### config.mk
export PLATFORM = sky130hd
export DESIGN_NAME = parallel_output_flat
export DESIGN_NICKNAME = d
export VERILOG_FILES = /design/src/rtl/bus_pkg.sv /design/src/rtl/periph_pkg.sv /design/src/rtl/bus_if.sv /design/src/rtl/parallel_output.sv /design/src/flat_wrapper.sv
export SDC_FILE = /design/constraint.sdc
export NUM_CORES = 1
export LEC_CHECK = 0
export BUFFER_PORTS_ARGS = -buffer_cell sky130_fd_sc_hd__buf_2
export CORE_MARGIN = 3
export CORE_UTILIZATION = 40
export DETAILED_ROUTE_END_ITERATION = 8
export PLACE_DENSITY = 0.81
export SKIP_CTS_REPAIR_TIMING = 1
export SYNTH_ARGS = -nofsm -noshare
export SYNTH_HDL_FRONTEND = slang
export SYNTH_SLANG_ARGS = --single-unit
### constraint.sdc
create_clock -name clk -period 1 [get_ports clk]
set_clock_uncertainty 0.15 [all_clocks]
set_input_delay 0.05 -clock clk [delete_from_list [all_inputs] [get_ports clk]]
set_output_delay 0.05 -clock clk [all_outputs]
set_load 0.05 [all_outputs]
### src/rtl/bus_pkg.sv
package bus_pkg;

    // Bus payload types
    typedef logic [31:0] word_t;
    typedef logic [31:0] addr_t;

    // Bit n enables byte lane n
    typedef logic [3:0] wmask_t;

    // Device select from addr[29:28]
    typedef logic [1:0] dev_id_t;

    localparam int DEV_LSB = 28;
    localparam int DEV_MSB = 29;

    // Address map
    localparam dev_id_t DEV_MEM  = 2'd0;
    localparam dev_id_t DEV_PP   = 2'd1;
    localparam dev_id_t DEV_SPI  = 2'd2;
    localparam dev_id_t DEV_NONE = 2'd3;

    // Block RAM geometry indexed by addr[11:2]
    localparam int MEM_WORDS = 1024;
    localparam int MEM_AW    = 10;

    typedef logic [MEM_AW-1:0] mem_idx_t;

    // Byte lanes per bus word
    localparam int BUS_LANES = $bits(wmask_t);

endpackage

### src/rtl/periph_pkg.sv
package periph_pkg;

    // SPI data byte
    typedef logic [7:0] spi_byte_t;

    // clk cycles per sclk half period
    localparam int SPI_CLK_DIV = 4;
    localparam int SPI_DIV_W   = $clog2(SPI_CLK_DIV);

    // Bits per transfer
    localparam int SPI_BITS  = $bits(spi_byte_t);
    localparam int SPI_BIT_W = $clog2(SPI_BITS);

    typedef enum logic [1:0] {
        SPI_IDLE,
        SPI_SHIFT,
        SPI_DONE
    } spi_state_t;

    // Parallel output port
    localparam int PP_WIDTH = 32;
    localparam int PP_LANES = PP_WIDTH / 8;

endpackage

### src/rtl/bus_if.sv
`timescale 1ns/1ps

interface bus_if import bus_pkg::*; ();

    addr_t  addr;
    word_t  wdata;
    wmask_t wmask;
    logic   wen;
    logic   ren;
    word_t  rdata;
    logic   ready;

    // Hub side
    modport host (
        output addr, wdata, wmask, wen, ren,
        input  rdata, ready
    );

    // Peripheral side
    modport device (
        input  addr, wdata, wmask, wen, ren,
        output rdata, ready
    );

endinterface

### src/rtl/parallel_output.sv
`timescale 1ns/1ps

module parallel_output import bus_pkg::*, periph_pkg::*; (
    input  logic  clk,
    input  logic  reset,
    bus_if.device bus,
    output word_t io
);

    logic [PP_WIDTH-1:0] out_q;
    logic                ready_q;

    // Any address in the region hits the same register
    always_ff @(posedge clk) begin
        if (reset) begin
            out_q   <= '0;
            ready_q <= 1'b0;
        end else begin
            ready_q <= bus.wen | bus.ren;
            if (bus.wen) begin
                for (int i = 0; i < PP_LANES; i++) begin
                    if (bus.wmask[i]) begin
                        out_q[i*8 +: 8] <= bus.wdata[i*8 +: 8];
                    end
                end
            end
        end
    end

    // Readback of the pin state
    assign bus.rdata = out_q;
    assign bus.ready = ready_q;
    assign io        = out_q;

endmodule

### src/flat_wrapper.sv
// flat-port wrapper written by rule: the top's interface ports become plain ports
module parallel_output_flat import bus_pkg::*, periph_pkg::*;
  (clk, reset, io, bus_addr, bus_wdata, bus_wmask, bus_wen, bus_ren, bus_rdata, bus_ready);
  bus_if bus_i ();
  input  logic clk;
  input  logic reset;
  output word_t io;
  input wire logic [$bits(bus_i.addr)-1:0] bus_addr;
  input wire logic [$bits(bus_i.wdata)-1:0] bus_wdata;
  input wire logic [$bits(bus_i.wmask)-1:0] bus_wmask;
  input wire logic [$bits(bus_i.wen)-1:0] bus_wen;
  input wire logic [$bits(bus_i.ren)-1:0] bus_ren;
  output wire logic [$bits(bus_i.rdata)-1:0] bus_rdata;
  output wire logic [$bits(bus_i.ready)-1:0] bus_ready;
  assign bus_i.addr = bus_addr;
  assign bus_i.wdata = bus_wdata;
  assign bus_i.wmask = bus_wmask;
  assign bus_i.wen = bus_wen;
  assign bus_i.ren = bus_ren;
  assign bus_rdata = bus_i.rdata;
  assign bus_ready = bus_i.ready;
  parallel_output u_core (.clk(clk), .reset(reset), .bus(bus_i), .io(io));
endmodule
# After elaboration in Yosys (flattened, before gate mapping)
# Index checks and enable logic that the tools add are counted.
# Widths: inputs -> output; s select.
[totals]
register_bits = 33
inputBits = 72
out_inout_bits = 65
word_cells = 10
[classes]
bitwise = 1
n_reduce_logical = 4
[op_table]
columns = ["cell", "count"]
rows = [
  ["$reduce_and 2->1", 4],
  ["$or 1x1->1", 1],
]

# Longest topological paths before layout
[depth]
depth_word = 1
ltp_mapped = 4
mapped_depth_nobuf = 2

# Least setup slack after synthesis
# OpenSTA, ideal clock, no wires.
[synth_path]
path_type = "register -> register"
startpoint = "reg u_core.bus.rdata[15] (netlist name)"
endpoint = "reg u_core.out_q[15], in the netlist u_core.bus.rdata[15]"
setup_time_ns = 0.070
arrival_ns = 1.002
t_required_ns = 0.780
slack_ns = -0.222
path_stages_with_launch = 3
n_path_buf = 0
period_less_slack_ns = 1.222
path_cell_list = "dfxtp_1 -> a21bo_2 -> a21oi_1"
[synth_lines]
columns = ["element", "line", "source"]
rows = [
  ["end signal: indexed assignment", "parallel_output.sv:23", "out_q[i*8 +: 8] <= bus.wdata[i*8 +: 8];"],
  ["end: declaration", "parallel_output.sv:10", "logic [PP_WIDTH-1:0] out_q;"],
]

# Final worst setup path
[layout_path]
startpoint = "reg u_core.out_q[7], in the netlist u_core.bus.rdata[7]"
endpoint = "out bus_rdata[7]"
[layout_lines]
columns = ["element", "line", "source"]
rows = [
  ["end: declaration", "flat_wrapper.sv:13", "output wire logic [$bits(bus_i.rdata)-1:0] bus_rdata;"],
]
# No word-level cell between the ends.

==> results.sh <==
export IMPL_area_delta_synth_final_pct=76.9
export IMPL_post_place_cells=288
export IMPL_clockBufferDepth=2
export IMPL_ys_top_cells_by_count="buf_4, dfxtp_1, nand3_1, a21bo_1, a21oi_2"
export IMPL_synth_area_sq_um=1780
export IMPL_min_period_over_period=1.01
export IMPL_ys_ff_latch=33
export IMPL_max_stage_delay_ns=0.37
export IMPL_combPwrFrac=0.343
export IMPL_die_width_um=72.8
export IMPL_tightest_slew_ns=0.299
export IMPL_htreeDepth=2
export IMPL_violations="setup timing"
export IMPL_layout_drive_gt1_share=0.626
export IMPL_crit_path_cell_trace="buf_6"
export IMPL_min_period_ns=1.01
export IMPL_yosysSeqAreaShare=0.370
export IMPL_io_buffers=104
export IMPL_cts_root_buf="clkbuf_8"
export IMPL_fin_cells=328
export IMPL_status="finished with violations"
export IMPL_finalHoldViolCount=0
export IMPL_cts_sinks=33
export IMPL_finalSetupViolations=10
export IMPL_p_sw_frac=0.337
export IMPL_numCtsBuffers=5
export IMPL_cp_arrival_ns=0.81
export IMPL_antenna_cells=0
export IMPL_drt_iter0_drc=64
export IMPL_wire_per_inst_um=16.2
export IMPL_initial_utilization=0.431
export IMPL_p_clk_frac=0.255
export IMPL_grt_pass1_wl_um=5620
export IMPL_synth_most_common_cell="buf_4"
export IMPL_final_setup_worst_slack_ns=-0.00710
export IMPL_fmax_mhz=993
export IMPL_crit_path_top_delay_cell="dfxtp_4"
export IMPL_synthArstFlopShare=0
export IMPL_grt_max_degree=34
export IMPL_cp_start_kind="flip-flop"
export IMPL_routed_via_density=5.01
export IMPL_power_total_mw=3.54
export IMPL_drc=0
export IMPL_power_frac_seq=0.402
export IMPL_place_gp_congestion=0.658
export IMPL_ios=137
export IMPL_yosysTopAreaCell="dfxtp_1"
export IMPL_switchingPower_mw=1.19
export IMPL_cap_violations=0
export IMPL_yosysWarnings=0
export IMPL_dieArea_sq_um=5300
export IMPL_maxSlewHeadroom=0.801
export IMPL_p_int_mw=2.35
export IMPL_ant_nets=0
export IMPL_synth_cell_types=10
export IMPL_rsz0062_at_grt="true"
export IMPL_synth_avg_cell_area_sq_um=9.80
export IMPL_die_y_um=72.8
export IMPL_vias=1643
export IMPL_synth_edf_count=0
export IMPL_antenna_found_initial=0
export IMPL_path_buf_inv=1
export IMPL_cts_tree="yes"
export IMPL_dr_pass1_iters=4
export IMPL_overflow=0
export IMPL_synth_flop_cell="dfxtp_1"
export IMPL_synthCells=182
export IMPL_path_delay_family="flip-flops"
export IMPL_first_global_vias=1261
export IMPL_crit_fanout=3
export IMPL_worstHoldPathType="primary input to flip-flop"
export IMPL_finalMaxSlewViolations=0
export IMPL_finalNetCount=350
export IMPL_clk_latency_ns=0.28
export IMPL_path_clk_slew_ns=0.06
export IMPL_coreArea_sq_um=4140
export IMPL_syn_nets=254
export IMPL_critPathCaptureType="output port"
export IMPL_dp_hpwl_um=2620
export IMPL_synth_top_cell_area_share=0.370
export IMPL_worst_endpoint_required_ns=0.80
export IMPL_leakagePower_nw=1.32
export IMPL_ir_drop_mv=0.890
export IMPL_powerDensity_nw_per_um2=1120
export IMPL_routed_wl_um=5320
export IMPL_yosys_top_cells_area="dfxtp_1, buf_4, a21bo_1, nand3_1, a21oi_2"
export IMPL_place_ws_ns=0.0667
export IMPL_grt_use_total=0.137
export IMPL_criticalPathCategory="flip-flop to output port"
export IMPL_rows=23
## registers in the layout (all words and copies together) (netlist names)
| register | cells |
|---|---|
| u_core.bus.rdata | 32 |
| u_core.bus.ready | 1 |
## logic make-up after synthesis
group           share of synthesized area
simple gates                       0.0940
buf+inv                             0.231
flops                               0.370
compound gates                      0.305
## final timing paths
kind,cells past startpoint,start,to,slack [ns]
setup / recovery,1,u_core.bus.rdata[7]$_SDFFE_PP0P_,bus_rdata[7],-0.007
hold / removal,3,bus_wmask[3],u_core.bus.rdata[24]$_SDFFE_PP0P_,0.02
setup reg to reg,2,u_core.bus.rdata[17]$_SDFFE_PP0P_,u_core.bus.rdata[17]$_SDFFE_PP0P_,-0.007
hold reg to reg,2,u_core.bus.rdata[14]$_SDFFE_PP0P_,u_core.bus.rdata[14]$_SDFFE_PP0P_,0.47
## cell type report
cell class | instances | area (sq um)
clock buffers | 6 | 72.6
clock inverters | 1 | 3.75
fillers | 262 | 988
multi-input cells | 98 | 712
flip-flops and latches | 33 | 781
well taps | 50 | 62.6
repair buffers | 140 | 1520
## through the flow
| stage | instance area (sq um) | util | setup TNS (ns) | hold slack (ns) |
|---|---|---|---|---|
| 6_report | 3160 | 0.761 | -0.0303 | 0.0226 |
| 5_1_grt | 3160 | 0.761 | -1.62 | 0.0306 |
| 4_1_cts | 2210 | 0.534 | -5.61 | -0.178 |
| 3_5_place_dp | 2140 | 0.515 | 0 | 0.116 |
| 3_3_place_gp | 2140 | 0.515 | 0 | 0.108 |
| 2_1_floorplan | 1900 | - | 0 | 0.0158 |
## metal layers
layer / part of all wire / GRT usage / vias up
met5: 0 / 0 / -
met4: 0.0083 / 0.0676 / 0
met3: 0.090 / 0.0372 / 5
met2: 0.52 / 0.217 / 79
met1: 0.38 / 0.169 / 771
li1: - / - / 788
## power groups by stage
stage	logic (mW)	registers, mW	clock network, mW
after floorplan	0.553	1.62	0
after global placement	0.873	1.40	0
after detailed placement	0.879	1.40	0
after CTS	0.880	1.37	0.947
after global routing	1.27	1.43	1.00
final	1.21	1.42	0.905
## cells in the final DEF (no fill, tap or decap), drive strengths merged
master / instances
dfxtp: 33
dlygate4sd3: 33
buf: 107
nand3: 32
clkinv: 1
a21oi: 32
a21bo: 32
nor2: 2
clkbuf: 6
No activity file was read; power rests on OpenSTA's default activity.
