==> config.mk <==
export PLATFORM = sky130hd
export DESIGN_NAME = spi_controller_flat
export DESIGN_NICKNAME = d
export VERILOG_FILES = /design/src/rtl/bus_pkg.sv /design/src/rtl/periph_pkg.sv /design/src/rtl/bus_if.sv /design/src/rtl/spi_controller.sv /design/src/flat_wrapper.sv
export SDC_FILE = /design/constraint.sdc
export NUM_CORES = 1
export LEC_CHECK = 0
export BUFFER_PORTS_ARGS = -buffer_cell sky130_fd_sc_hd__buf_2
export CELL_PAD_IN_SITES_DETAIL_PLACEMENT = 0
export CELL_PAD_IN_SITES_GLOBAL_PLACEMENT = 2
export CORE_ASPECT_RATIO = 0.8
export CORE_UTILIZATION = 23
export DETAILED_ROUTE_END_ITERATION = 16
export PLACE_DENSITY_LB_ADDON = 0.1
export SKIP_LAST_GASP = 1
export SYNTH_ARGS = -nofsm -noshare
export SYNTH_HDL_FRONTEND = slang
export SYNTH_SLANG_ARGS = --single-unit
==> constraint.sdc <==
create_clock -name clk -period 3.1 [get_ports clk]
set_clock_uncertainty 0.1 [all_clocks]
set_input_delay 0.465 -clock clk [delete_from_list [all_inputs] [get_ports clk]]
set_output_delay 0.465 -clock clk [all_outputs]
set_load 0.005 [all_outputs]
==> src/rtl/bus_pkg.sv <==
package bus_pkg;

    // Bus payload types
    typedef logic [31:0] word_t;
    typedef logic [31:0] addr_t;

    // Bit n enables byte lane n
    typedef logic [3:0] wmask_t;

    // Device select from addr[29:28]
    typedef logic [1:0] dev_id_t;

    localparam int DEV_LSB = 28;
    localparam int DEV_MSB = 29;

    // Address map
    localparam dev_id_t DEV_MEM  = 2'd0;
    localparam dev_id_t DEV_PP   = 2'd1;
    localparam dev_id_t DEV_SPI  = 2'd2;
    localparam dev_id_t DEV_NONE = 2'd3;

    // Block RAM geometry indexed by addr[11:2]
    localparam int MEM_WORDS = 1024;
    localparam int MEM_AW    = 10;

    typedef logic [MEM_AW-1:0] mem_idx_t;

    // Byte lanes per bus word
    localparam int BUS_LANES = $bits(wmask_t);

endpackage

==> src/rtl/periph_pkg.sv <==
package periph_pkg;

    // SPI data byte
    typedef logic [7:0] spi_byte_t;

    // clk cycles per sclk half period
    localparam int SPI_CLK_DIV = 4;
    localparam int SPI_DIV_W   = $clog2(SPI_CLK_DIV);

    // Bits per transfer
    localparam int SPI_BITS  = $bits(spi_byte_t);
    localparam int SPI_BIT_W = $clog2(SPI_BITS);

    typedef enum logic [1:0] {
        SPI_IDLE,
        SPI_SHIFT,
        SPI_DONE
    } spi_state_t;

    // Parallel output port
    localparam int PP_WIDTH = 32;
    localparam int PP_LANES = PP_WIDTH / 8;

endpackage

==> src/rtl/bus_if.sv <==
`timescale 1ns/1ps

interface bus_if import bus_pkg::*; ();

    addr_t  addr;
    word_t  wdata;
    wmask_t wmask;
    logic   wen;
    logic   ren;
    word_t  rdata;
    logic   ready;

    // Hub side
    modport host (
        output addr, wdata, wmask, wen, ren,
        input  rdata, ready
    );

    // Peripheral side
    modport device (
        input  addr, wdata, wmask, wen, ren,
        output rdata, ready
    );

endinterface

==> src/rtl/spi_controller.sv <==
`timescale 1ns/1ps

module spi_controller import bus_pkg::*, periph_pkg::*; (
    input  logic  clk,
    input  logic  reset,
    bus_if.device bus,
    output logic  sclk,
    output logic  cs,
    output logic  data_tx,
    input  logic  data_rx
);

    spi_state_t           state;
    logic [SPI_DIV_W-1:0] div_cnt;
    logic [SPI_BIT_W-1:0] bit_cnt;
    logic                 sclk_q;
    logic                 cs_q;
    logic                 tx_q;
    spi_byte_t            tx_shift;
    spi_byte_t            rx_shift;
    spi_byte_t            rx_byte;
    logic                 ready_q;
    logic                 half_done;

    // End of one sclk half period
    assign half_done = (div_cnt == SPI_DIV_W'(SPI_CLK_DIV - 1));

    always_ff @(posedge clk) begin
        if (reset) begin
            state   <= SPI_IDLE;
            div_cnt <= '0;
            bit_cnt <= '0;
            sclk_q  <= 1'b0;
            cs_q    <= 1'b1;
            tx_q    <= 1'b0;
            rx_byte <= '0;
            ready_q <= 1'b0;
        end else begin
            ready_q <= 1'b0;
            case (state)
                SPI_IDLE: begin
                    if (bus.wen) begin
                        // MSB goes out before the first rising edge
                        tx_q     <= bus.wdata[7];
                        tx_shift <= {bus.wdata[6:0], 1'b0};
                        cs_q     <= 1'b0;
                        div_cnt  <= '0;
                        bit_cnt  <= '0;
                        state    <= SPI_SHIFT;
                    end else if (bus.ren) begin
                        ready_q <= 1'b1;
                    end
                end
                SPI_SHIFT: begin
                    if (half_done) begin
                        div_cnt <= '0;
                        sclk_q  <= !sclk_q;
                        if (!sclk_q) begin
                            // Rising edge samples the device
                            rx_shift <= {rx_shift[SPI_BITS-2:0], data_rx};
                        end else if (bit_cnt == SPI_BIT_W'(SPI_BITS - 1)) begin
                            state <= SPI_DONE;
                        end else begin
                            // Falling edge moves the next bit out
                            bit_cnt  <= bit_cnt + 1'b1;
                            tx_q     <= tx_shift[SPI_BITS-1];
                            tx_shift <= {tx_shift[SPI_BITS-2:0], 1'b0};
                        end
                    end else begin
                        div_cnt <= div_cnt + 1'b1;
                    end
                end
                SPI_DONE: begin
                    cs_q    <= 1'b1;
                    tx_q    <= 1'b0;
                    rx_byte <= rx_shift;
                    ready_q <= 1'b1;
                    state   <= SPI_IDLE;
                end
                default: begin
                    state <= SPI_IDLE;
                end
            endcase
        end
    end

    assign sclk    = sclk_q;
    assign cs      = cs_q;
    assign data_tx = tx_q;

    // Last received byte zero-extended
    assign bus.rdata = {{($bits(word_t) - SPI_BITS){1'b0}}, rx_byte};
    assign bus.ready = ready_q;

    // Idle means deselected with sclk parked low
    assert property (@(posedge clk) disable iff (reset)
        (state == SPI_IDLE) |-> (cs_q && !sclk_q));

    // No access reaches the controller mid-transfer
    assert property (@(posedge clk) disable iff (reset)
        (state != SPI_IDLE) |-> !(bus.wen || bus.ren));

endmodule

==> src/flat_wrapper.sv <==
// flat-port wrapper written by rule: the top's interface ports become plain ports
module spi_controller_flat import bus_pkg::*, periph_pkg::*;
  (clk, reset, sclk, cs, data_tx, data_rx, bus_addr, bus_wdata, bus_wmask, bus_wen, bus_ren, bus_rdata, bus_ready);
  bus_if bus_i ();
  input  logic clk;
  input  logic reset;
  output logic sclk;
  output logic cs;
  output logic data_tx;
  input  logic data_rx;
  input wire logic [$bits(bus_i.addr)-1:0] bus_addr;
  input wire logic [$bits(bus_i.wdata)-1:0] bus_wdata;
  input wire logic [$bits(bus_i.wmask)-1:0] bus_wmask;
  input wire logic [$bits(bus_i.wen)-1:0] bus_wen;
  input wire logic [$bits(bus_i.ren)-1:0] bus_ren;
  output wire logic [$bits(bus_i.rdata)-1:0] bus_rdata;
  output wire logic [$bits(bus_i.ready)-1:0] bus_ready;
  assign bus_i.addr = bus_addr;
  assign bus_i.wdata = bus_wdata;
  assign bus_i.wmask = bus_wmask;
  assign bus_i.wen = bus_wen;
  assign bus_i.ren = bus_ren;
  assign bus_rdata = bus_i.rdata;
  assign bus_ready = bus_i.ready;
  spi_controller u_core (.clk(clk), .reset(reset), .bus(bus_i), .sclk(sclk), .cs(cs), .data_tx(data_tx), .data_rx(data_rx));
endmodule
# Word-level counts from Yosys, hierarchy flattened
# Cells that the tools add are included.
dict set report classes {
  n_addsub 2
  n_eq_ne 9
  n_mux 28
  bitwise_logic 2
  n_reduce_logical 13
}
# cell count
set ops {}
lappend ops {{8-bit two-way mux} 4}
lappend ops {{8-bit one-hot mux with 2 select lines} 1}
lappend ops {{2-bit two-way mux} 6}
lappend ops {{3-bit two-way mux} 4}
lappend ops {{5-bit AND reduction} 2}
lappend ops {{2-bit one-hot mux with 2 select lines} 2}
lappend ops {{4-bit AND reduction} 2}
lappend ops {{1-bit two-way mux} 7}
lappend ops {{2-bit by 1-bit != test with 1-bit output (second input constant)} 3}
lappend ops {{3-bit one-hot mux with 2 select lines} 1}
lappend ops {{2-bit AND reduction} 3}
lappend ops {{6-bit AND reduction} 1}
lappend ops {{2-bit equality test (second input constant)} 2}
lappend ops {{2-bit != test (second input constant)} 2}
lappend ops {{1-bit one-hot mux with 2 select lines} 2}
lappend ops {{2-bit nonzero test} 2}
lappend ops {{3-bit by 1-bit adder with 3-bit output (second input constant)} 1}
lappend ops {{3-bit equality test (second input constant)} 1}
lappend ops {{1-bit one-hot mux with 3 select lines} 1}
lappend ops {{3-bit nonzero test} 1}
lappend ops {{2-bit by 1-bit adder with 2-bit output (second input constant)} 1}
lappend ops {{2-bit by 1-bit equality test with 1-bit output (second input constant)} 1}
lappend ops {{2-bit logical NOT} 1}
lappend ops {{1-bit inverter} 2}
lappend ops {{1-bit logical NOT} 1}
dict set report totals {
  reg_bits 35
  in_bits 73
  output_inout_bits 36
}

# Logic depth before layout (Yosys ltp)
dict set report logic_depth {
  depth_word 5
  ltp_mapped 6
  mapped_depth_nobuf 5
}

# Worst setup path after synthesis
# Ideal clock, no wire load.
dict set report synth_timing {
  path_kind {register -> register}
  from {register u_core.bit_cnt[0]}
  to {register u_core.tx_shift[1] (enable)}
  setup_ns 0.412
  arrival_time_ns 2.255
  required_time_ns 2.588
  slack_ns 0.333
  path_stages_with_launch 5
  n_path_buf 0
  period_less_slack_ns 2.767
  path_cell_list {dfxtp_1 > ha_1 > ha_1 > nand2b_2 > a2111oi_0}
}
dict set report synth_between {
  elab_chain_cells 3
}
# element line_no
set synth_lines {}
lappend synth_lines {{start: declaration} spi_controller.sv:15} ;# logic [SPI_BIT_W-1:0] bit_cnt;
lappend synth_lines {{start signal: assignment} spi_controller.sv:65} ;# bit_cnt <= bit_cnt + 1'b1;
lappend synth_lines {{3-bit equality test} spi_controller.sv:61} ;# end else if (bit_cnt == SPI_BIT_W'(SPI_BITS - 1)) begin
lappend synth_lines {{2-bit != test (no source line)} -}
lappend synth_lines {{6-bit AND reduction (no source line)} -}
lappend synth_lines {{end signal: assignment} spi_controller.sv:45} ;# tx_shift <= {bus.wdata[6:0], 1'b0};
lappend synth_lines {{end signal: assignment} spi_controller.sv:67} ;# tx_shift <= {tx_shift[SPI_BITS-2:0], 1'b0};
lappend synth_lines {{end: declaration} spi_controller.sv:19} ;# spi_byte_t tx_shift;
# Every way passes these cells.
# A chain may end at the register's enable or synchronous reset.

# Worst setup path in the final report
dict set report layout_timing {
  from {register u_core.state[0]}
  to {register u_core.tx_shift[7] (enable)}
}
dict set report layout_between {
  elab_chain_cells 3
  elab_cells_between_ends 8
  cone_classes {eq/ne (5); reduce/logical (3)}
}
# element line_no
set layout_lines {}
lappend layout_lines {{start: declaration} spi_controller.sv:13} ;# spi_state_t state;
lappend layout_lines {{start signal: assignment} spi_controller.sv:30} ;# state <= SPI_IDLE;
lappend layout_lines {{start signal: assignment} spi_controller.sv:49} ;# state <= SPI_SHIFT;
lappend layout_lines {{start signal: assignment} spi_controller.sv:62} ;# state <= SPI_DONE;
lappend layout_lines {{2-bit by 1-bit equality test with 1-bit output / 2-bit logical NOT (equally long branches)} spi_controller.sv:40} ;# case (state)
lappend layout_lines {{2-bit by 1-bit != test with 1-bit output (no source line) (tied with other cells)} -}
lappend layout_lines {{6-bit AND reduction (no source line) *} -}
# Mark *: on every way between the ends. The rest lies on a longest branch, timed or not.

==> impl_metrics.yaml <==
run_status:
  status: "finished with violations"
  violations: "DRC"
setup_path:
  critPathKind: "flip-flop to flip-flop"
  crit_path_start_kind: "flip-flop"
  end_kind: "flip-flop"
  reg2reg_to: "u_core.tx_shift[7]$_DFFE_PP_"
  r2r_cells: 5
  reg2reg_slack_ps: 1000
  cp_data_arrival_time_ps: 2000
  crit_fanout: 7
  worstPathRequired_ps: 3000
  r2r_start: "u_core.state[0]$_SDFFE_PP0P_"
routing:
  wl_mm: 3.15
  drc: 8
  vias: 1069
  drt-wirelength-per-cell_um: 11.9
  drtIter0Drc: 43
  drtPass1Iterations: 10
  detail-route-antenna-nets: 0
  via_per_inst: 4.03
grt:
  grt_max_degree: 23
  grt_use_met3_pct: 2.23
  antenna_found_initial: 0
  first_global_vias: 1066
  grt.overflow.total: 0
  grt_pass1_wl_mm: 5.38
  grt.total_usage_pct: 9.14
  grt_util_met1_pct: 12.4
  grt-busiest-layer: "met2"
  grt.met2_usage_pct: 13.1
power:
  peakVddDrop_mv: 0.108
  p_leak_nw: 0.774
  p_per_area_nw_per_um2: 512
clock_network:
  cts_buffer_depth: 2
  clock_latency_ps: 290
  postCtsHoldBufs: 0
  post_cts_buffers: 0
  cts_sinks: 34
  ctsResizeCount: 0
  cts_buffers: 5
  cts_tree: "built"
  clockRootBuffer: "clkbuf_8"
  path_clk_slew_ps: 70
  h-tree-depth: 2
floorplan:
  die_h_um: 78.5
  boundaryPins: 109
  dieWidth_um: 97.6
  initial_core_util_pct: 24.0
  dieArea_um2: 7660
  core_area_um2: 6990
  num_rows: 27
job:
  cap_violations: 0
min_path:
  min_path_type: "primary input to flip-flop"
  whs_path_depth: 1
  min_from: "data_rx"
  min_to: "u_core.rx_shift[0]$_DFFE_PP_"
logic_synthesis:
  yosysUniqueCellTypes: 36
  synth_area_per_cell_um2: 11.3
  synth_area_um2: 1680
  synth_warnings: 0
  synth_top_area_share_pct: 26.8
  synth_top_cell_by_area: "edfxtp_1"
  yosysSeqAreaShare_pct: 49.4
  ys_ff_latch: 34
  synthCells: 149
  ys_top_cells_by_area: "edfxtp_1 27%, dfxtp_1 23%, buf_4 11%"
place:
  gp_congestion: 0.692
  io_buffers: 24
  hpwl_mm: 2.21
sta:
  fmax_ghz: 0.476
  tns_ps: 0
  finalHoldViolations: 0
  finalHoldWorstSlack_ps: 257
  fin_crit_sh_pct: 67.7
  worstMarginPinSlew_ps: 629
  setup_viol: 0
  drv_slew: 0
  rsz0062_at_grt: "false"
  layout_min_cycle_time_ps: 2100
  maxSlewHeadroom_pct: 58.0
finish:
  insertedDiodeCount: 0
  layout-drive-gt1-share_pct: 25.3
  fin_nets: 258
  syn_to_final_growth_pct: 13.9
==> layer usage <==
layer  up-vias  share of wire [%]  wire length (um)
met5         -                  0                 0
met4         0                2.3                74
met3         6                4.3               135
met2        41                 39              1230
met1       492                 54              1710
li1        530                  -                 -
==> critical path: stages (launching register included) <==
cell and delay [ps]:
dfxtp_1 440, inv_1 90, ha_1 280, mux2i_1 250
a2111oi_1 410, buf_4 230
==> sequential cells by signal, summed over array words and instances, names as in the netlist, 2 cells and up <==
name and cells:
u_core.bit_cnt 3, u_core.div_cnt 2, u_core.rx_byte 8, u_core.rx_shift 8
u_core.state 2, u_core.tx_shift 7
==> cell usage in the layout, fill, tap and decap left out, types with 7 or more instances in the layout <==
cell type  count
mux2_2         7
dfxtp_1       19
buf_2         24
clkbuf_8       7
edfxtp_1      15
conb_1        24
ha_1           8
nand2_1        7
a21oi_1        7
nor2_1        11
mux2i_1        9
==> cells in the mapped netlist <==
cell type,n
xor2_1,1
a31oi_1,4
or2b_1,1
nand2b_1,2
nor3b_1,1
nor2b_2,1
conb_1,1
mux2_2,7
a311oi_1,1
and3b_1,1
a2111oi_4,1
nor3_1,1
nor2b_1,3
nand2b_2,1
mux2i_1,9
o21bai_1,1
nand3_1,4
ha_1,8
nor4_1,1
clkbuf_1,2
a21oi_1,7
inv_1,3
nor2_1,11
a32oi_1,1
nand4b_1,1
nand4_1,2
a2111oi_0,1
edfxtp_1,15
or4b_1,1
nand3b_1,1
buf_4,25
mux2_1,1
a21bo_2,1
buf_2,2
dfxtp_1,19
nand2_1,7
==> cells by family after synthesis <==
kind of cell / Yosys count / synth area share [%]
AND/OR/NAND/NOR: 39 / 12.5
flip-flops: 34 / 49.4
buffers and inverters: 32 / 12.9
AO/OA/AOI/OAI: 17 / 7.81
multiplexers: 17 / 10.7
adder cells (fa/ha/maj): 8 / 5.95
other: 1 / 0.223
XOR/XNOR: 1 / 0.521
==> area by class of cell <==
| type | instances | area (um2) |
|---|---|---|
| Timing Repair Buffer | 27 | 143 |
| Tap cell | 87 | 109 |
| Clock buffer | 7 | 96.3 |
| Clock inverter | 1 | 3.75 |
| Fill cell | 736 | 5080 |
| Inverter | 3 | 11.3 |
| Multi-Input combinational cell | 106 | 722 |
| Sequential cell | 34 | 831 |
==> worst max-delay path by stage <==
stage | slack, ps | cells past startpoint | end | startpoint
5_1_grt | 850 | 5 | u_core.tx_shift[7]$_DFFE_PP_ | u_core.state[1]$_SDFFE_PP0P_
3_5_place_dp | 1000 | 5 | u_core.tx_shift[6]$_DFFE_PP_ | u_core.state[0]$_SDFFE_PP0P_
6_report | 1000 | 5 | u_core.tx_shift[7]$_DFFE_PP_ | u_core.state[0]$_SDFFE_PP0P_
2_1_floorplan | 330 | 4 | u_core.tx_shift[1]$_SDFFCE_PN0P_ | u_core.bit_cnt[0]$_SDFFE_PP0P_
3_3_place_gp | 960 | 5 | u_core.tx_shift[6]$_DFFE_PP_ | u_core.state[0]$_SDFFE_PP0P_
4_1_cts | 980 | 5 | u_core.tx_shift[1]$_SDFFCE_PN0P_ | u_core.state[0]$_SDFFE_PP0P_
==> power breakdown <==
group | internal (mW) | leakage, nW | switching (mW)
clock | 0.200 | 0.0519 | 0.163
combinational | 0.0543 | 0.432 | 0.0701
sequential | 0.485 | 0.290 | 0.00815
total | 0.738 | 0.774 | 0.241
==> metrics by stage <==
stage | setup slack (ps) | cell area, um2 | utilization, % | power (mW) | std cells
2_1_floorplan | 333 | 1770 | - | 0.613 | 172
3_3_place_gp | 965 | 1820 | 26.0 | 0.628 | 257
3_5_place_dp | 1000 | 1820 | 26.0 | 0.630 | 257
4_1_cts | 975 | 1920 | 27.4 | 0.998 | 265
5_1_grt | 848 | 1920 | 27.4 | 1.04 | 265
6_report | 1000 | 1920 | 27.4 | 0.980 | 265
(Power assumes the default switching activity.)
