### config.mk
export PLATFORM = sky130hd
export DESIGN_NAME = bus_hub_flat
export DESIGN_NICKNAME = d
export VERILOG_FILES = /design/src/rtl/bus_pkg.sv /design/src/rtl/bus_if.sv /design/src/rtl/bus_hub.sv /design/src/flat_wrapper.sv
export SDC_FILE = /design/constraint.sdc
export NUM_CORES = 1
export LEC_CHECK = 0
export ABC_AREA = 1
export ABC_CLOCK_PERIOD_IN_PS = 1700
export BUFFER_PORTS_ARGS = -buffer_cell sky130_fd_sc_hd__buf_2
export CORE_AREA = 2 2 161 163
export DETAILED_ROUTE_END_ITERATION = 7
export DIE_AREA = 0 0 163 165
export GPL_TIMING_DRIVEN = 0
export SLEW_MARGIN = 20
export SYNTH_ARGS = -nofsm -noshare
export SYNTH_HDL_FRONTEND = slang
export SYNTH_SLANG_ARGS = --single-unit
### constraint.sdc
create_clock -name clk -period 1.7 [get_ports clk]
set_input_delay 0.34 -clock clk [delete_from_list [all_inputs] [get_ports clk]]
set_output_delay 0.34 -clock clk [all_outputs]
set_load 0.1 [all_outputs]
### src/rtl/bus_pkg.sv
package bus_pkg;

    // Bus payload types
    typedef logic [31:0] word_t;
    typedef logic [31:0] addr_t;

    // Bit n enables byte lane n
    typedef logic [3:0] wmask_t;

    // Device select from addr[29:28]
    typedef logic [1:0] dev_id_t;

    localparam int DEV_LSB = 28;
    localparam int DEV_MSB = 29;

    // Address map
    localparam dev_id_t DEV_MEM  = 2'd0;
    localparam dev_id_t DEV_PP   = 2'd1;
    localparam dev_id_t DEV_SPI  = 2'd2;
    localparam dev_id_t DEV_NONE = 2'd3;

    // Block RAM geometry indexed by addr[11:2]
    localparam int MEM_WORDS = 1024;
    localparam int MEM_AW    = 10;

    typedef logic [MEM_AW-1:0] mem_idx_t;

    // Byte lanes per bus word
    localparam int BUS_LANES = $bits(wmask_t);

endpackage

### src/rtl/bus_if.sv
`timescale 1ns/1ps

interface bus_if import bus_pkg::*; ();

    addr_t  addr;
    word_t  wdata;
    wmask_t wmask;
    logic   wen;
    logic   ren;
    word_t  rdata;
    logic   ready;

    // Hub side
    modport host (
        output addr, wdata, wmask, wen, ren,
        input  rdata, ready
    );

    // Peripheral side
    modport device (
        input  addr, wdata, wmask, wen, ren,
        output rdata, ready
    );

endinterface

### src/rtl/bus_hub.sv
`timescale 1ns/1ps

module bus_hub import bus_pkg::*; (
    input  logic   clk,
    input  logic   reset,
    input  addr_t  host_addr,
    input  word_t  host_wdata,
    input  wmask_t host_wmask,
    input  logic   host_wen,
    input  logic   host_ren,
    output word_t  host_rdata,
    output logic   host_ready,
    bus_if.host    mem_bus,
    bus_if.host    pp_bus,
    bus_if.host    spi_bus
);

    logic    strobe;
    logic    mapped;
    dev_id_t decode_dev;
    dev_id_t target;
    dev_id_t pend_dev;
    logic    busy;
    logic    nomap_ready;
    word_t   sel_rdata;
    logic    sel_ready;

    assign strobe     = host_wen | host_ren;
    assign decode_dev = host_addr[DEV_MSB:DEV_LSB];
    assign mapped     = (host_addr[31:DEV_MSB+1] == '0) && (decode_dev != DEV_NONE);
    assign target     = mapped ? decode_dev : DEV_NONE;

    // Address and write fields go to every device
    assign mem_bus.addr  = host_addr;
    assign mem_bus.wdata = host_wdata;
    assign mem_bus.wmask = host_wmask;
    assign pp_bus.addr   = host_addr;
    assign pp_bus.wdata  = host_wdata;
    assign pp_bus.wmask  = host_wmask;
    assign spi_bus.addr  = host_addr;
    assign spi_bus.wdata = host_wdata;
    assign spi_bus.wmask = host_wmask;

    // Strobes reach the decoded device only
    assign mem_bus.wen = host_wen && (target == DEV_MEM);
    assign mem_bus.ren = host_ren && (target == DEV_MEM);
    assign pp_bus.wen  = host_wen && (target == DEV_PP);
    assign pp_bus.ren  = host_ren && (target == DEV_PP);
    assign spi_bus.wen = host_wen && (target == DEV_SPI);
    assign spi_bus.ren = host_ren && (target == DEV_SPI);

    always_ff @(posedge clk) begin
        if (reset) begin
            busy        <= 1'b0;
            pend_dev    <= DEV_NONE;
            nomap_ready <= 1'b0;
        end else begin
            // Unmapped accesses are answered here one cycle later
            nomap_ready <= strobe && !mapped;
            if (strobe) begin
                busy     <= 1'b1;
                pend_dev <= target;
            end else if (host_ready) begin
                busy <= 1'b0;
            end
        end
    end

    always_comb begin
        case (pend_dev)
            DEV_MEM: begin
                sel_rdata = mem_bus.rdata;
                sel_ready = mem_bus.ready;
            end
            DEV_PP: begin
                sel_rdata = pp_bus.rdata;
                sel_ready = pp_bus.ready;
            end
            DEV_SPI: begin
                sel_rdata = spi_bus.rdata;
                sel_ready = spi_bus.ready;
            end
            default: begin
                sel_rdata = '0;
                sel_ready = nomap_ready;
            end
        endcase
    end

    assign host_rdata = sel_rdata;
    assign host_ready = busy && sel_ready;

    // One host access at a time and never read and write together
    assert property (@(posedge clk) disable iff (reset) busy |-> !strobe);
    assert property (@(posedge clk) disable iff (reset) !(host_wen && host_ren));

endmodule

### src/flat_wrapper.sv
// flat-port wrapper written by rule: the top's interface ports become plain ports
module bus_hub_flat import bus_pkg::*;
  (clk, reset, host_addr, host_wdata, host_wmask, host_wen, host_ren, host_rdata, host_ready, mem_bus_addr, mem_bus_wdata, mem_bus_wmask, mem_bus_wen, mem_bus_ren, mem_bus_rdata, mem_bus_ready, pp_bus_addr, pp_bus_wdata, pp_bus_wmask, pp_bus_wen, pp_bus_ren, pp_bus_rdata, pp_bus_ready, spi_bus_addr, spi_bus_wdata, spi_bus_wmask, spi_bus_wen, spi_bus_ren, spi_bus_rdata, spi_bus_ready);
  bus_if mem_bus_i ();
  bus_if pp_bus_i ();
  bus_if spi_bus_i ();
  input  logic clk;
  input  logic reset;
  input  addr_t host_addr;
  input  word_t host_wdata;
  input  wmask_t host_wmask;
  input  logic host_wen;
  input  logic host_ren;
  output word_t host_rdata;
  output logic host_ready;
  output wire logic [$bits(mem_bus_i.addr)-1:0] mem_bus_addr;
  output wire logic [$bits(mem_bus_i.wdata)-1:0] mem_bus_wdata;
  output wire logic [$bits(mem_bus_i.wmask)-1:0] mem_bus_wmask;
  output wire logic [$bits(mem_bus_i.wen)-1:0] mem_bus_wen;
  output wire logic [$bits(mem_bus_i.ren)-1:0] mem_bus_ren;
  input wire logic [$bits(mem_bus_i.rdata)-1:0] mem_bus_rdata;
  input wire logic [$bits(mem_bus_i.ready)-1:0] mem_bus_ready;
  output wire logic [$bits(pp_bus_i.addr)-1:0] pp_bus_addr;
  output wire logic [$bits(pp_bus_i.wdata)-1:0] pp_bus_wdata;
  output wire logic [$bits(pp_bus_i.wmask)-1:0] pp_bus_wmask;
  output wire logic [$bits(pp_bus_i.wen)-1:0] pp_bus_wen;
  output wire logic [$bits(pp_bus_i.ren)-1:0] pp_bus_ren;
  input wire logic [$bits(pp_bus_i.rdata)-1:0] pp_bus_rdata;
  input wire logic [$bits(pp_bus_i.ready)-1:0] pp_bus_ready;
  output wire logic [$bits(spi_bus_i.addr)-1:0] spi_bus_addr;
  output wire logic [$bits(spi_bus_i.wdata)-1:0] spi_bus_wdata;
  output wire logic [$bits(spi_bus_i.wmask)-1:0] spi_bus_wmask;
  output wire logic [$bits(spi_bus_i.wen)-1:0] spi_bus_wen;
  output wire logic [$bits(spi_bus_i.ren)-1:0] spi_bus_ren;
  input wire logic [$bits(spi_bus_i.rdata)-1:0] spi_bus_rdata;
  input wire logic [$bits(spi_bus_i.ready)-1:0] spi_bus_ready;
  assign mem_bus_addr = mem_bus_i.addr;
  assign mem_bus_wdata = mem_bus_i.wdata;
  assign mem_bus_wmask = mem_bus_i.wmask;
  assign mem_bus_wen = mem_bus_i.wen;
  assign mem_bus_ren = mem_bus_i.ren;
  assign mem_bus_i.rdata = mem_bus_rdata;
  assign mem_bus_i.ready = mem_bus_ready;
  assign pp_bus_addr = pp_bus_i.addr;
  assign pp_bus_wdata = pp_bus_i.wdata;
  assign pp_bus_wmask = pp_bus_i.wmask;
  assign pp_bus_wen = pp_bus_i.wen;
  assign pp_bus_ren = pp_bus_i.ren;
  assign pp_bus_i.rdata = pp_bus_rdata;
  assign pp_bus_i.ready = pp_bus_ready;
  assign spi_bus_addr = spi_bus_i.addr;
  assign spi_bus_wdata = spi_bus_i.wdata;
  assign spi_bus_wmask = spi_bus_i.wmask;
  assign spi_bus_wen = spi_bus_i.wen;
  assign spi_bus_ren = spi_bus_i.ren;
  assign spi_bus_i.rdata = spi_bus_rdata;
  assign spi_bus_i.ready = spi_bus_ready;
  bus_hub u_core (.clk(clk), .reset(reset), .host_addr(host_addr), .host_wdata(host_wdata), .host_wmask(host_wmask), .host_wen(host_wen), .host_ren(host_ren), .host_rdata(host_rdata), .host_ready(host_ready), .mem_bus(mem_bus_i), .pp_bus(pp_bus_i), .spi_bus(spi_bus_i));
endmodule
* Word level (Yosys, flattened, before mapping)
Index checks and enable logic that the tools add are counted.
** Cells by class
- Bitwise logic cells :: 1
- Equality and inequality tests :: 5
- Reduce and logical (&&, ||, !) cells :: 14
- Muxes and demuxes :: 5
** Operator list (count)
- case mux 32 bit (3 select lines) :: 1
- logical AND 1 bit :: 9
- logical NOT 2 bit :: 3
- == test 2 x 1 -> 1 bit, second input constant :: 2
- == test 2 bit, second input constant :: 2
- case mux 1 bit (3 select lines) :: 1
- two-way mux 1 bit :: 2
- two-way mux 2 bit :: 1
- inequality test 2 bit, second input constant :: 1
- nonzero test 2 bit :: 1
- logical NOT 1 bit :: 1
- OR 1 bit :: 1
** Word-level totals
- Register bits after elaboration :: 4
- Output and inout port bits :: 243
- Word-level logic and storage cells :: 28
- Input port bits :: 171

* Longest topological paths before layout
Gate-level depths: netlist of the first run.
- Depth in word-level cells :: 5
- Gate-level depth with buffers :: 8
- Depth with buffers taken out :: 6

* Least setup slack after synthesis of the first run
No wires, ideal clock.
- Path kind :: register to output
- From :: reg u_core.pend_dev[1]
- To :: out host_ready
- Required time :: 1360 ps
- Buffers on the path :: 1
- Setup slack :: -1561 ps
- Stages on the path, launching flop included :: 7
- Arrival :: 2921 ps
- Cells stage by stage :: dfxtp_1 -> buf_6 -> inv_4 -> nand2_2 -> nor2_1 -> nor2_4 -> a21boi_0
** On the way
- Longest elaborated chain between the ends :: 3
- Elaborated cells on any way between the ends :: 5
- Classes of those cells :: 2 x eq/ne; 1 x mux; 2 x reduce/logical
** Ends and longest elaborated chain
- start, declared :: RTL line bus_hub.sv:22 : dev_id_t pend_dev;
- start signal, assigned :: RTL line bus_hub.sv:62 : pend_dev <= target;
- == test 2 bit, or another cell as far along :: RTL line bus_hub.sv:70 : case (pend_dev)
- case mux 1 bit (3 select lines) (*) :: RTL line bus_hub.sv:70
- logical AND 1 bit (*) :: RTL line bus_hub.sv:91 : assign host_ready = busy && sel_ready;
- end, declared :: RTL line flat_wrapper.sv:15 : output logic host_ready;
Every way passes the cells marked *; elsewhere a longest branch is shown, timed or not.

* Final worst setup path of the first run
- From :: reg u_core.pend_dev[0]
- To :: out host_rdata[15]
** On the way
- Longest elaborated chain between the ends :: 2
- Elaborated cells on any way between the ends :: 4
- Classes of those cells :: 2 x eq/ne; 1 x mux; 1 x reduce/logical
** Ends and longest elaborated chain
- == test 2 bit, or another cell as far along :: RTL line bus_hub.sv:70
- case mux 32 bit (3 select lines) (*) :: RTL line bus_hub.sv:70
- end, declared :: RTL line flat_wrapper.sv:14 : output word_t host_rdata;
Marked as above.

==> impl_metrics.env, run 1 <==
export IMPL_outcome="finished, violations left"
export IMPL_violations="setup timing"
export IMPL_final_nets=922
export IMPL_post_drt_via_cell_ratio=3.31
export IMPL_worst_slew_margin_rel_pct=67.3
export IMPL_worstMarginPinSlew_ps=494
export IMPL_grt_max_degree=11
export IMPL_timing_reg2reg_worst_path_depth=8
export IMPL_postSynthNetCount=557
export IMPL_final_common_cell="sky130_fd_sc_hd__buf_2"
export IMPL_total_placed_cells_including_tap_cells=1065
export IMPL_floorplan_core_area_sq_mm=0.0250
export IMPL_clockPowerShare_pct=8.8
export IMPL_dr_total_vias=3577
export IMPL_final_util_pct=23.7
export IMPL_holdBufCountCts=0
export IMPL_drt_wl_total_um=13800
export IMPL_power_report_internal_total_mw=1.29
export IMPL_number_of_h_tree_branching_levels=1
export IMPL_grt_use_met2_pct=17.1
export IMPL_met3_usage_grt_pct=1.10
export IMPL_timing_clock_skew_ps=0.903
export IMPL_max_vdd_ir_drop_mv=0.317
export IMPL_first_pass_grt_wire_length_um=17600
export IMPL_netlist_cell_type_count=21
export IMPL_comb_power_share_pct=88.6
export IMPL_drv_slew=0
export IMPL_worstHoldPathCells=2
export IMPL_std_cell_rows=58
export IMPL_sw_frac_of_total_pct=68.5
export IMPL_regToRegSetupSlack_ps=540
export IMPL_clock_tree_buffer_depth=2
export IMPL_post_route_cells_drive_above_1_share_pct=87.3
export IMPL_worst_endpoint_required_ps=1360
export IMPL_dieHeight_um=165
export IMPL_timing_critical_path_fanout_max=7
export IMPL_p_switching_mw=2.81
export IMPL_mean_area_per_synthesized_cell_sq_um=6.49
export IMPL_timing_rr_end="u_core.busy$_SDFFE_PP0P_"
export IMPL_worst_setup_path_endpoint="host_rdata[15]"
export IMPL_grt_pass1_vias=3193
export IMPL_die_area_sq_mm=0.0269
export IMPL_timing_worst_setup_path_type="reg2out"
export IMPL_final_instance_count_excl_fill=1080
export IMPL_firstDrtPassIters=4
export IMPL_synth_yosys_warnings=0
export IMPL_port_buffer_count=349
export IMPL_timing_max_cap_violations=0
export IMPL_cts_buffers_inserted=3
export IMPL_share_seq_of_total_power_pct=2.5
export IMPL_place_congestion=0.746
export IMPL_clkLatencyLatePin_ps=220
export IMPL_final_period_utilization_pct=106
export IMPL_worstPathArrival_ps=1460
export IMPL_clkSinkCount=4
export IMPL_grt_usage_pct=8.69
export IMPL_layer_with_the_highest_usage="met2"
export IMPL_synth_yosys_seq_area_share_pct=3.20
export IMPL_powerDensity_mw_per_mm2=692
export IMPL_critical_path_startpoint_type="flip-flop"
export IMPL_grt_antenna_before_repair=2
export IMPL_timing_hold_worst_class="in2reg"
export IMPL_die_w_um=163
export IMPL_io_pins=414
export IMPL_globalRouteOverflowTotal=0
export IMPL_mostFrequentLayoutCells="sky130_fd_sc_hd__buf_2, sky130_fd_sc_hd__buf_4, sky130_fd_sc_hd__nand3_1"
export IMPL_number_of_endpoints_with_negative_hold_slack_in_the_final_report=0
export IMPL_total_leakage_power_nw=3.33
export IMPL_detail_route_iter0_violations=56
export IMPL_final_min_clock_period_ps=1800
export IMPL_timing_critical_path_to_type="output pin"
export IMPL_initial_utilization_pct=10.0
export IMPL_wl_per_cell_um=12.8
export IMPL_tritoncts="yes"
export IMPL_netlist_instances=386
export IMPL_drt_antenna_violating_nets=0
export IMPL_synthesized_cell_area_sq_mm=0.00250
export IMPL_worst_setup_hold_path_clk_slew_ps=30
export IMPL_worst_r2r_startpoint="u_core.pend_dev[1]$_SDFFE_PP1N_"
export IMPL_cts_root_buffer_cell="sky130_fd_sc_hd__clkbuf_16"
export IMPL_drc=0
export IMPL_yosys_register_bits=4
export IMPL_area_delta_synth_final_pct=137
export IMPL_design_power_total_mw=4.10
export IMPL_timing_final_ws_setup_ps=-98.8
export IMPL_rsz_0062_raised_after_global_routing="yes"
export IMPL_hpwlAfterDp_um=11400
export IMPL_setup_worst_path_start="u_core.pend_dev[0]$_SDFFE_PP1N_"
export IMPL_max_clock_freq_mhz=556
export IMPL_setup_violations=30
export IMPL_gr_usage_met1_pct=9.52
through the flow:
step	hold slack [ps]	cell area (sq um)	setup WS, ps	TNS, ps
after CTS	293	5840	-109	-1380
after global placement	460	4980	-697	-12700
final	292	5920	-98.8	-1310
after floorplan	402	2820	-228	-883
after global routing	300	5920	-155	-3260
after detailed placement	470	4980	-689	-12740
cell families after synthesis:
logic type | synth area share (%)
buf+inv | 67.1
flops | 3.20
compound gates | 4.00
simple gates | 25.7
synthesized netlist by cell type:
| library cell | n | area (sq um) |
|---|---|---|
| sky130_fd_sc_hd__buf_4 | 204 | 1530 |
| sky130_fd_sc_hd__nand3_1 | 84 | 420 |
| sky130_fd_sc_hd__nand2_1 | 36 | 135 |
| sky130_fd_sc_hd__buf_2 | 8 | 40.0 |
| sky130_fd_sc_hd__inv_1 | 8 | 30.0 |
| sky130_fd_sc_hd__nor3_1 | 6 | 30.0 |
| sky130_fd_sc_hd__a21oi_1 | 5 | 25.0 |
| sky130_fd_sc_hd__a22oi_1 | 5 | 37.5 |
| sky130_fd_sc_hd__clkbuf_1 | 5 | 18.8 |
| sky130_fd_sc_hd__buf_6 | 4 | 45.0 |
| sky130_fd_sc_hd__dfxtp_1 | 4 | 80.1 |
| sky130_fd_sc_hd__nor2_1 | 4 | 15.0 |
| sky130_fd_sc_hd__inv_2 | 2 | 7.51 |
| sky130_fd_sc_hd__nand2_2 | 2 | 12.5 |
| sky130_fd_sc_hd__nand3_2 | 2 | 20.0 |
| sky130_fd_sc_hd__o211ai_1 | 2 | 15.0 |
| sky130_fd_sc_hd__a21boi_0 | 1 | 7.51 |
| sky130_fd_sc_hd__a21oi_2 | 1 | 8.76 |
| sky130_fd_sc_hd__a31oi_1 | 1 | 6.26 |
| sky130_fd_sc_hd__inv_4 | 1 | 6.26 |
| sky130_fd_sc_hd__nor2_4 | 1 | 11.3 |
sequential cells by signal (all words and copies together), names as in the netlist:
register	count
u_core.nomap_ready	1
u_core.busy	1
u_core.pend_dev	2
area by class of cell:
cell class                 instances  area, sq um
tap                              330          413
antenna                            1         2.50
buffer                           221         1760
fill                            2728        19100
timing repair buffer             360         2380
multi-input combinational        150         1130
inverter                          11         80.1
sequential                         4         81.3
clock buffer                       3         75.1
routing by layer:
| metal | routed length [um] | up-vias |
|---|---|---|
| met2 | 7410 | 229 |
| met1 | 5020 | 1554 |
| met5 | 7 | - |
| met3 | 1040 | 18 |
| li1 | - | 1774 |
| met4 | 297 | 2 |
power by group through the flow:
stage               Clock (mW)  Sequential (mW)  Combinational (mW)
global placement             0            0.105                3.36
global route             0.375            0.105                3.74
finish                   0.362            0.104                3.64
detailed placement           0            0.105                3.37
CTS                      0.366            0.104                3.63
floorplan                    0            0.104                2.89
what timing repair did:
| action | CTS | global route |
|---|---|---|
| endpoints found under the setup margin | 37 | 35 |
| pin swaps | 10 | 3 |
| gates resized for setup | 194 | 12 |
| setup buffers | 8 | 1 |
| gates cloned | 1 | 1 |
worst max-delay path, stage by stage (launching register included):
cell and delay [ps]:
sky130_fd_sc_hd__dfxtp_2 310, sky130_fd_sc_hd__buf_8 140, sky130_fd_sc_hd__inv_8 70, sky130_fd_sc_hd__nand2_8 70
sky130_fd_sc_hd__inv_12 90, sky130_fd_sc_hd__buf_12 130, sky130_fd_sc_hd__a22oi_2 70, sky130_fd_sc_hd__a21oi_4 170
sky130_fd_sc_hd__buf_12 190
how the worst min path moves through the flow:
stage,startpoint,endpoint,slack [ps]
detailed placement,u_core.busy$_SDFFE_PP0P_,u_core.busy$_SDFFE_PP0P_,470
global route,reset,u_core.busy$_SDFFE_PP0P_,300
CTS,reset,u_core.busy$_SDFFE_PP0P_,290
global placement,u_core.busy$_SDFFE_PP0P_,u_core.busy$_SDFFE_PP0P_,460
finish,reset,u_core.busy$_SDFFE_PP0P_,290
floorplan,reset,u_core.busy$_SDFFE_PP0P_,400
Note: power is estimated with default switching activity, not from simulation.
==> inputs of run 2 (changes only) <==
--- a/config.mk
+++ b/config.mk
@@ -7,9 +7,9 @@
 export LEC_CHECK = 0
 export ABC_AREA = 1
-export ABC_CLOCK_PERIOD_IN_PS = 1700
+export ABC_CLOCK_PERIOD_IN_PS = 1900
 export BUFFER_PORTS_ARGS = -buffer_cell sky130_fd_sc_hd__buf_2
-export CORE_AREA = 2 2 161 163
+export CORE_AREA = 2 2 162 164
 export DETAILED_ROUTE_END_ITERATION = 7
-export DIE_AREA = 0 0 163 165
+export DIE_AREA = 0 0 164 166
 export GPL_TIMING_DRIVEN = 0
 export SLEW_MARGIN = 20
==> constraint.sdc (replaced) <==
create_clock -name clk -period 1.9 [get_ports clk]
set_input_delay 0 -clock clk [delete_from_list [all_inputs] [get_ports clk]]
set_output_delay 0 -clock clk [all_outputs]
set_load 0.1 [all_outputs]
==> run 2 against run 1 <==
Compared with the run above:
- the flow now finishes without violations
- first-iteration DRC count rose by 73%
- power fell by 18%
- via count fell by 1.0%
- non-clock buffer count fell by 10
- register-to-register slack improved by 140 ps
- flip-flop and latch count did not move
- sequential power fell by 11%
- sequential share of layout area rose by 0.28 points
- highest routed layer unchanged
==> impl_metrics.env, run 2 (synthesized netlist as in run 1, its figures left out) <==
export IMPL_final_min_clock_period_ps=1810
export IMPL_worst_r2r_startpoint="u_core.pend_dev[1]$_SDFFE_PP1N_"
export IMPL_worstPathBufferInverterCount=5
export IMPL_crit_slowest_cell="sky130_fd_sc_hd__buf_2"
export IMPL_timing_critical_path_fanout_max=10
export IMPL_worst_setup_hold_path_clk_slew_ps=30
export IMPL_die_area_sq_mm=0.0272
export IMPL_setup_worst_path_start="u_core.pend_dev[1]$_SDFFE_PP1N_"
export IMPL_timing_max_cap_violations=0
export IMPL_floorplan_core_area_sq_mm=0.0256
export IMPL_timing_worst_setup_path_type="reg2out"
export IMPL_worstMarginPinSlew_ps=541
export IMPL_grt_antenna_before_repair=2
export IMPL_first_pass_grt_wire_length_um=17500
export IMPL_cts_root_buffer_cell="sky130_fd_sc_hd__clkbuf_16"
export IMPL_critical_path_startpoint_type="flip-flop"
export IMPL_timing_critical_path_to_type="output pin"
export IMPL_hpwlAfterDp_um=11300
export IMPL_dr_total_vias=3540
export IMPL_design_power_total_mw=3.38
export IMPL_max_vdd_ir_drop_mv=0.273
export IMPL_drv_slew=0
export IMPL_detail_route_iter0_violations=97
export IMPL_final_nets=912
export IMPL_outcome="finished clean"
export IMPL_grt_pass1_vias=3142
export IMPL_holdWs_ps=75.5
export IMPL_top_register="u_core.pend_dev"
export IMPL_final_common_cell="sky130_fd_sc_hd__buf_2"
export IMPL_drt_antenna_violating_nets=0
export IMPL_max_ffs_per_register=2
export IMPL_powerDensity_mw_per_mm2=698
export IMPL_worst_slew_margin_rel_pct=64.2
export IMPL_place_congestion=0.718
export IMPL_die_w_um=164
export IMPL_firstDrtPassIters=4
export IMPL_wl_per_cell_um=12.1
export IMPL_regToRegSetupSlack_ps=680
export IMPL_grt_usage_pct=8.52
export IMPL_path_common_cell="sky130_fd_sc_hd__buf_6"
export IMPL_final_util_pct=18.9
export IMPL_timing_reg2reg_worst_path_depth=6
export IMPL_cts_buffers_inserted=3
export IMPL_tritoncts="yes"
export IMPL_io_pins=414
export IMPL_largestRegisters="u_core.pend_dev (2), u_core.busy (1), u_core.nomap_ready (1)"
export IMPL_rsz_0062_raised_after_global_routing="no"
export IMPL_final_period_utilization_pct=95.4
export IMPL_worst_endpoint_required_ps=1900
export IMPL_post_place_ws_ps=-3.84
export IMPL_area_delta_synth_final_pct=93.7
export IMPL_setup_violations=0
export IMPL_worst_setup_path_endpoint="host_rdata[15]"
export IMPL_post_route_cells_drive_above_1_share_pct=79.7
export IMPL_max_clock_freq_mhz=551
export IMPL_timing_final_ws_setup_ps=86.7
export IMPL_timing_critical_path_max_delay_family="buffers and inverters"
export IMPL_worst_path_stages=8
export IMPL_cpPeakStageDelay_ps=450
export IMPL_number_of_endpoints_with_negative_hold_slack_in_the_final_report=0
export IMPL_mostFrequentLayoutCells="sky130_fd_sc_hd__buf_2, sky130_fd_sc_hd__buf_4, sky130_fd_sc_hd__nand3_1"
export IMPL_clkSinkCount=4
export IMPL_crit_chain="buf_6 > inv_4 > nand2_2 > inv_2 > buf_6 > a22oi_1 > a21oi_2 > buf_2"
export IMPL_post_cts_repair_setup_buffers=0
export IMPL_number_of_h_tree_branching_levels=1
export IMPL_post_drt_via_cell_ratio=3.30
export IMPL_drc=0
export IMPL_total_leakage_power_nw=2.91
export IMPL_grt_max_degree=11
export IMPL_std_cell_rows=59
export IMPL_clkLatencyLatePin_ps=220
export IMPL_worstPathArrival_ps=1810
export IMPL_port_buffer_count=349
export IMPL_clock_tree_buffer_depth=2
export IMPL_drt_wl_total_um=13000
export IMPL_worstHoldPathCells=3
export IMPL_timing_clock_skew_ps=2.61
export IMPL_timing_rr_end="u_core.busy$_SDFFE_PP0P_"
export IMPL_globalRouteOverflowTotal=0
export IMPL_fin_tns_setup_ps=0
export IMPL_initial_utilization_pct=9.77
export IMPL_dieHeight_um=166
export IMPL_antenna_diodes=0
export IMPL_timing_hold_worst_class="in2reg"
==> run 2: what timing repair did <==
action,in CTS,in global routing
pin swaps,0,0
hold buffers,1,0
endpoints found under the setup margin,21,6
hold endpoints to repair,1,0
resized for setup,22,6
gates cloned,0,0
==> run 2: where the power goes <==
group	internal (mW)	switching [mW]	leakage, nW
combinational	0.593	2.37	2.84
sequential	0.0903	0.00236	0.0333
clock	0.269	0.0581	0.0370
==> run 2: layer usage <==
layer,track usage (%),wire (um),vias to the layer above
li1,-,-,1758
met1,9.40,4840,1522
met2,17.1,6950,244
met3,1.40,1110,12
met4,0.992,86,4
met5,0,27,-
==> run 2: worst register-to-register path: cells and delay by family, from the launching register on <==
| kind | cells | cell delay, ps |
|---|---|---|
| buffers and inverters | 2 | 430 |
| AND/OR/NAND/NOR | 3 | 320 |
| flip-flops | 1 | 310 |
| AO/OA/AOI/OAI | 1 | 50 |
==> run 2: area by class of cell <==
class / count / area (sq um)
inverter: 11 / 43.8
timing repair buffer: 350 / 1810
multi-input combinational: 150 / 776
clock buffer: 3 / 75.1
sequential: 4 / 80.1
buffer: 221 / 1650
fill: 2922 / 20800
tap: 335 / 419
==> run 2: worst min path at each step <==
stage / startpoint / endpoint
finish: host_wen / u_core.busy$_SDFFE_PP0P_
global route: host_wen / u_core.busy$_SDFFE_PP0P_
CTS: host_wen / u_core.busy$_SDFFE_PP0P_
detailed placement: reset / u_core.busy$_SDFFE_PP0P_
global placement: reset / u_core.busy$_SDFFE_PP0P_
floorplan: reset / u_core.busy$_SDFFE_PP0P_
==> run 2: through the flow <==
stage | cells | area (sq um)
CTS | 1074 | 4830
floorplan | 386 | 2530
finish | 1074 | 4850
global route | 1074 | 4850
detailed placement | 1070 | 4700
global placement | 1070 | 4700
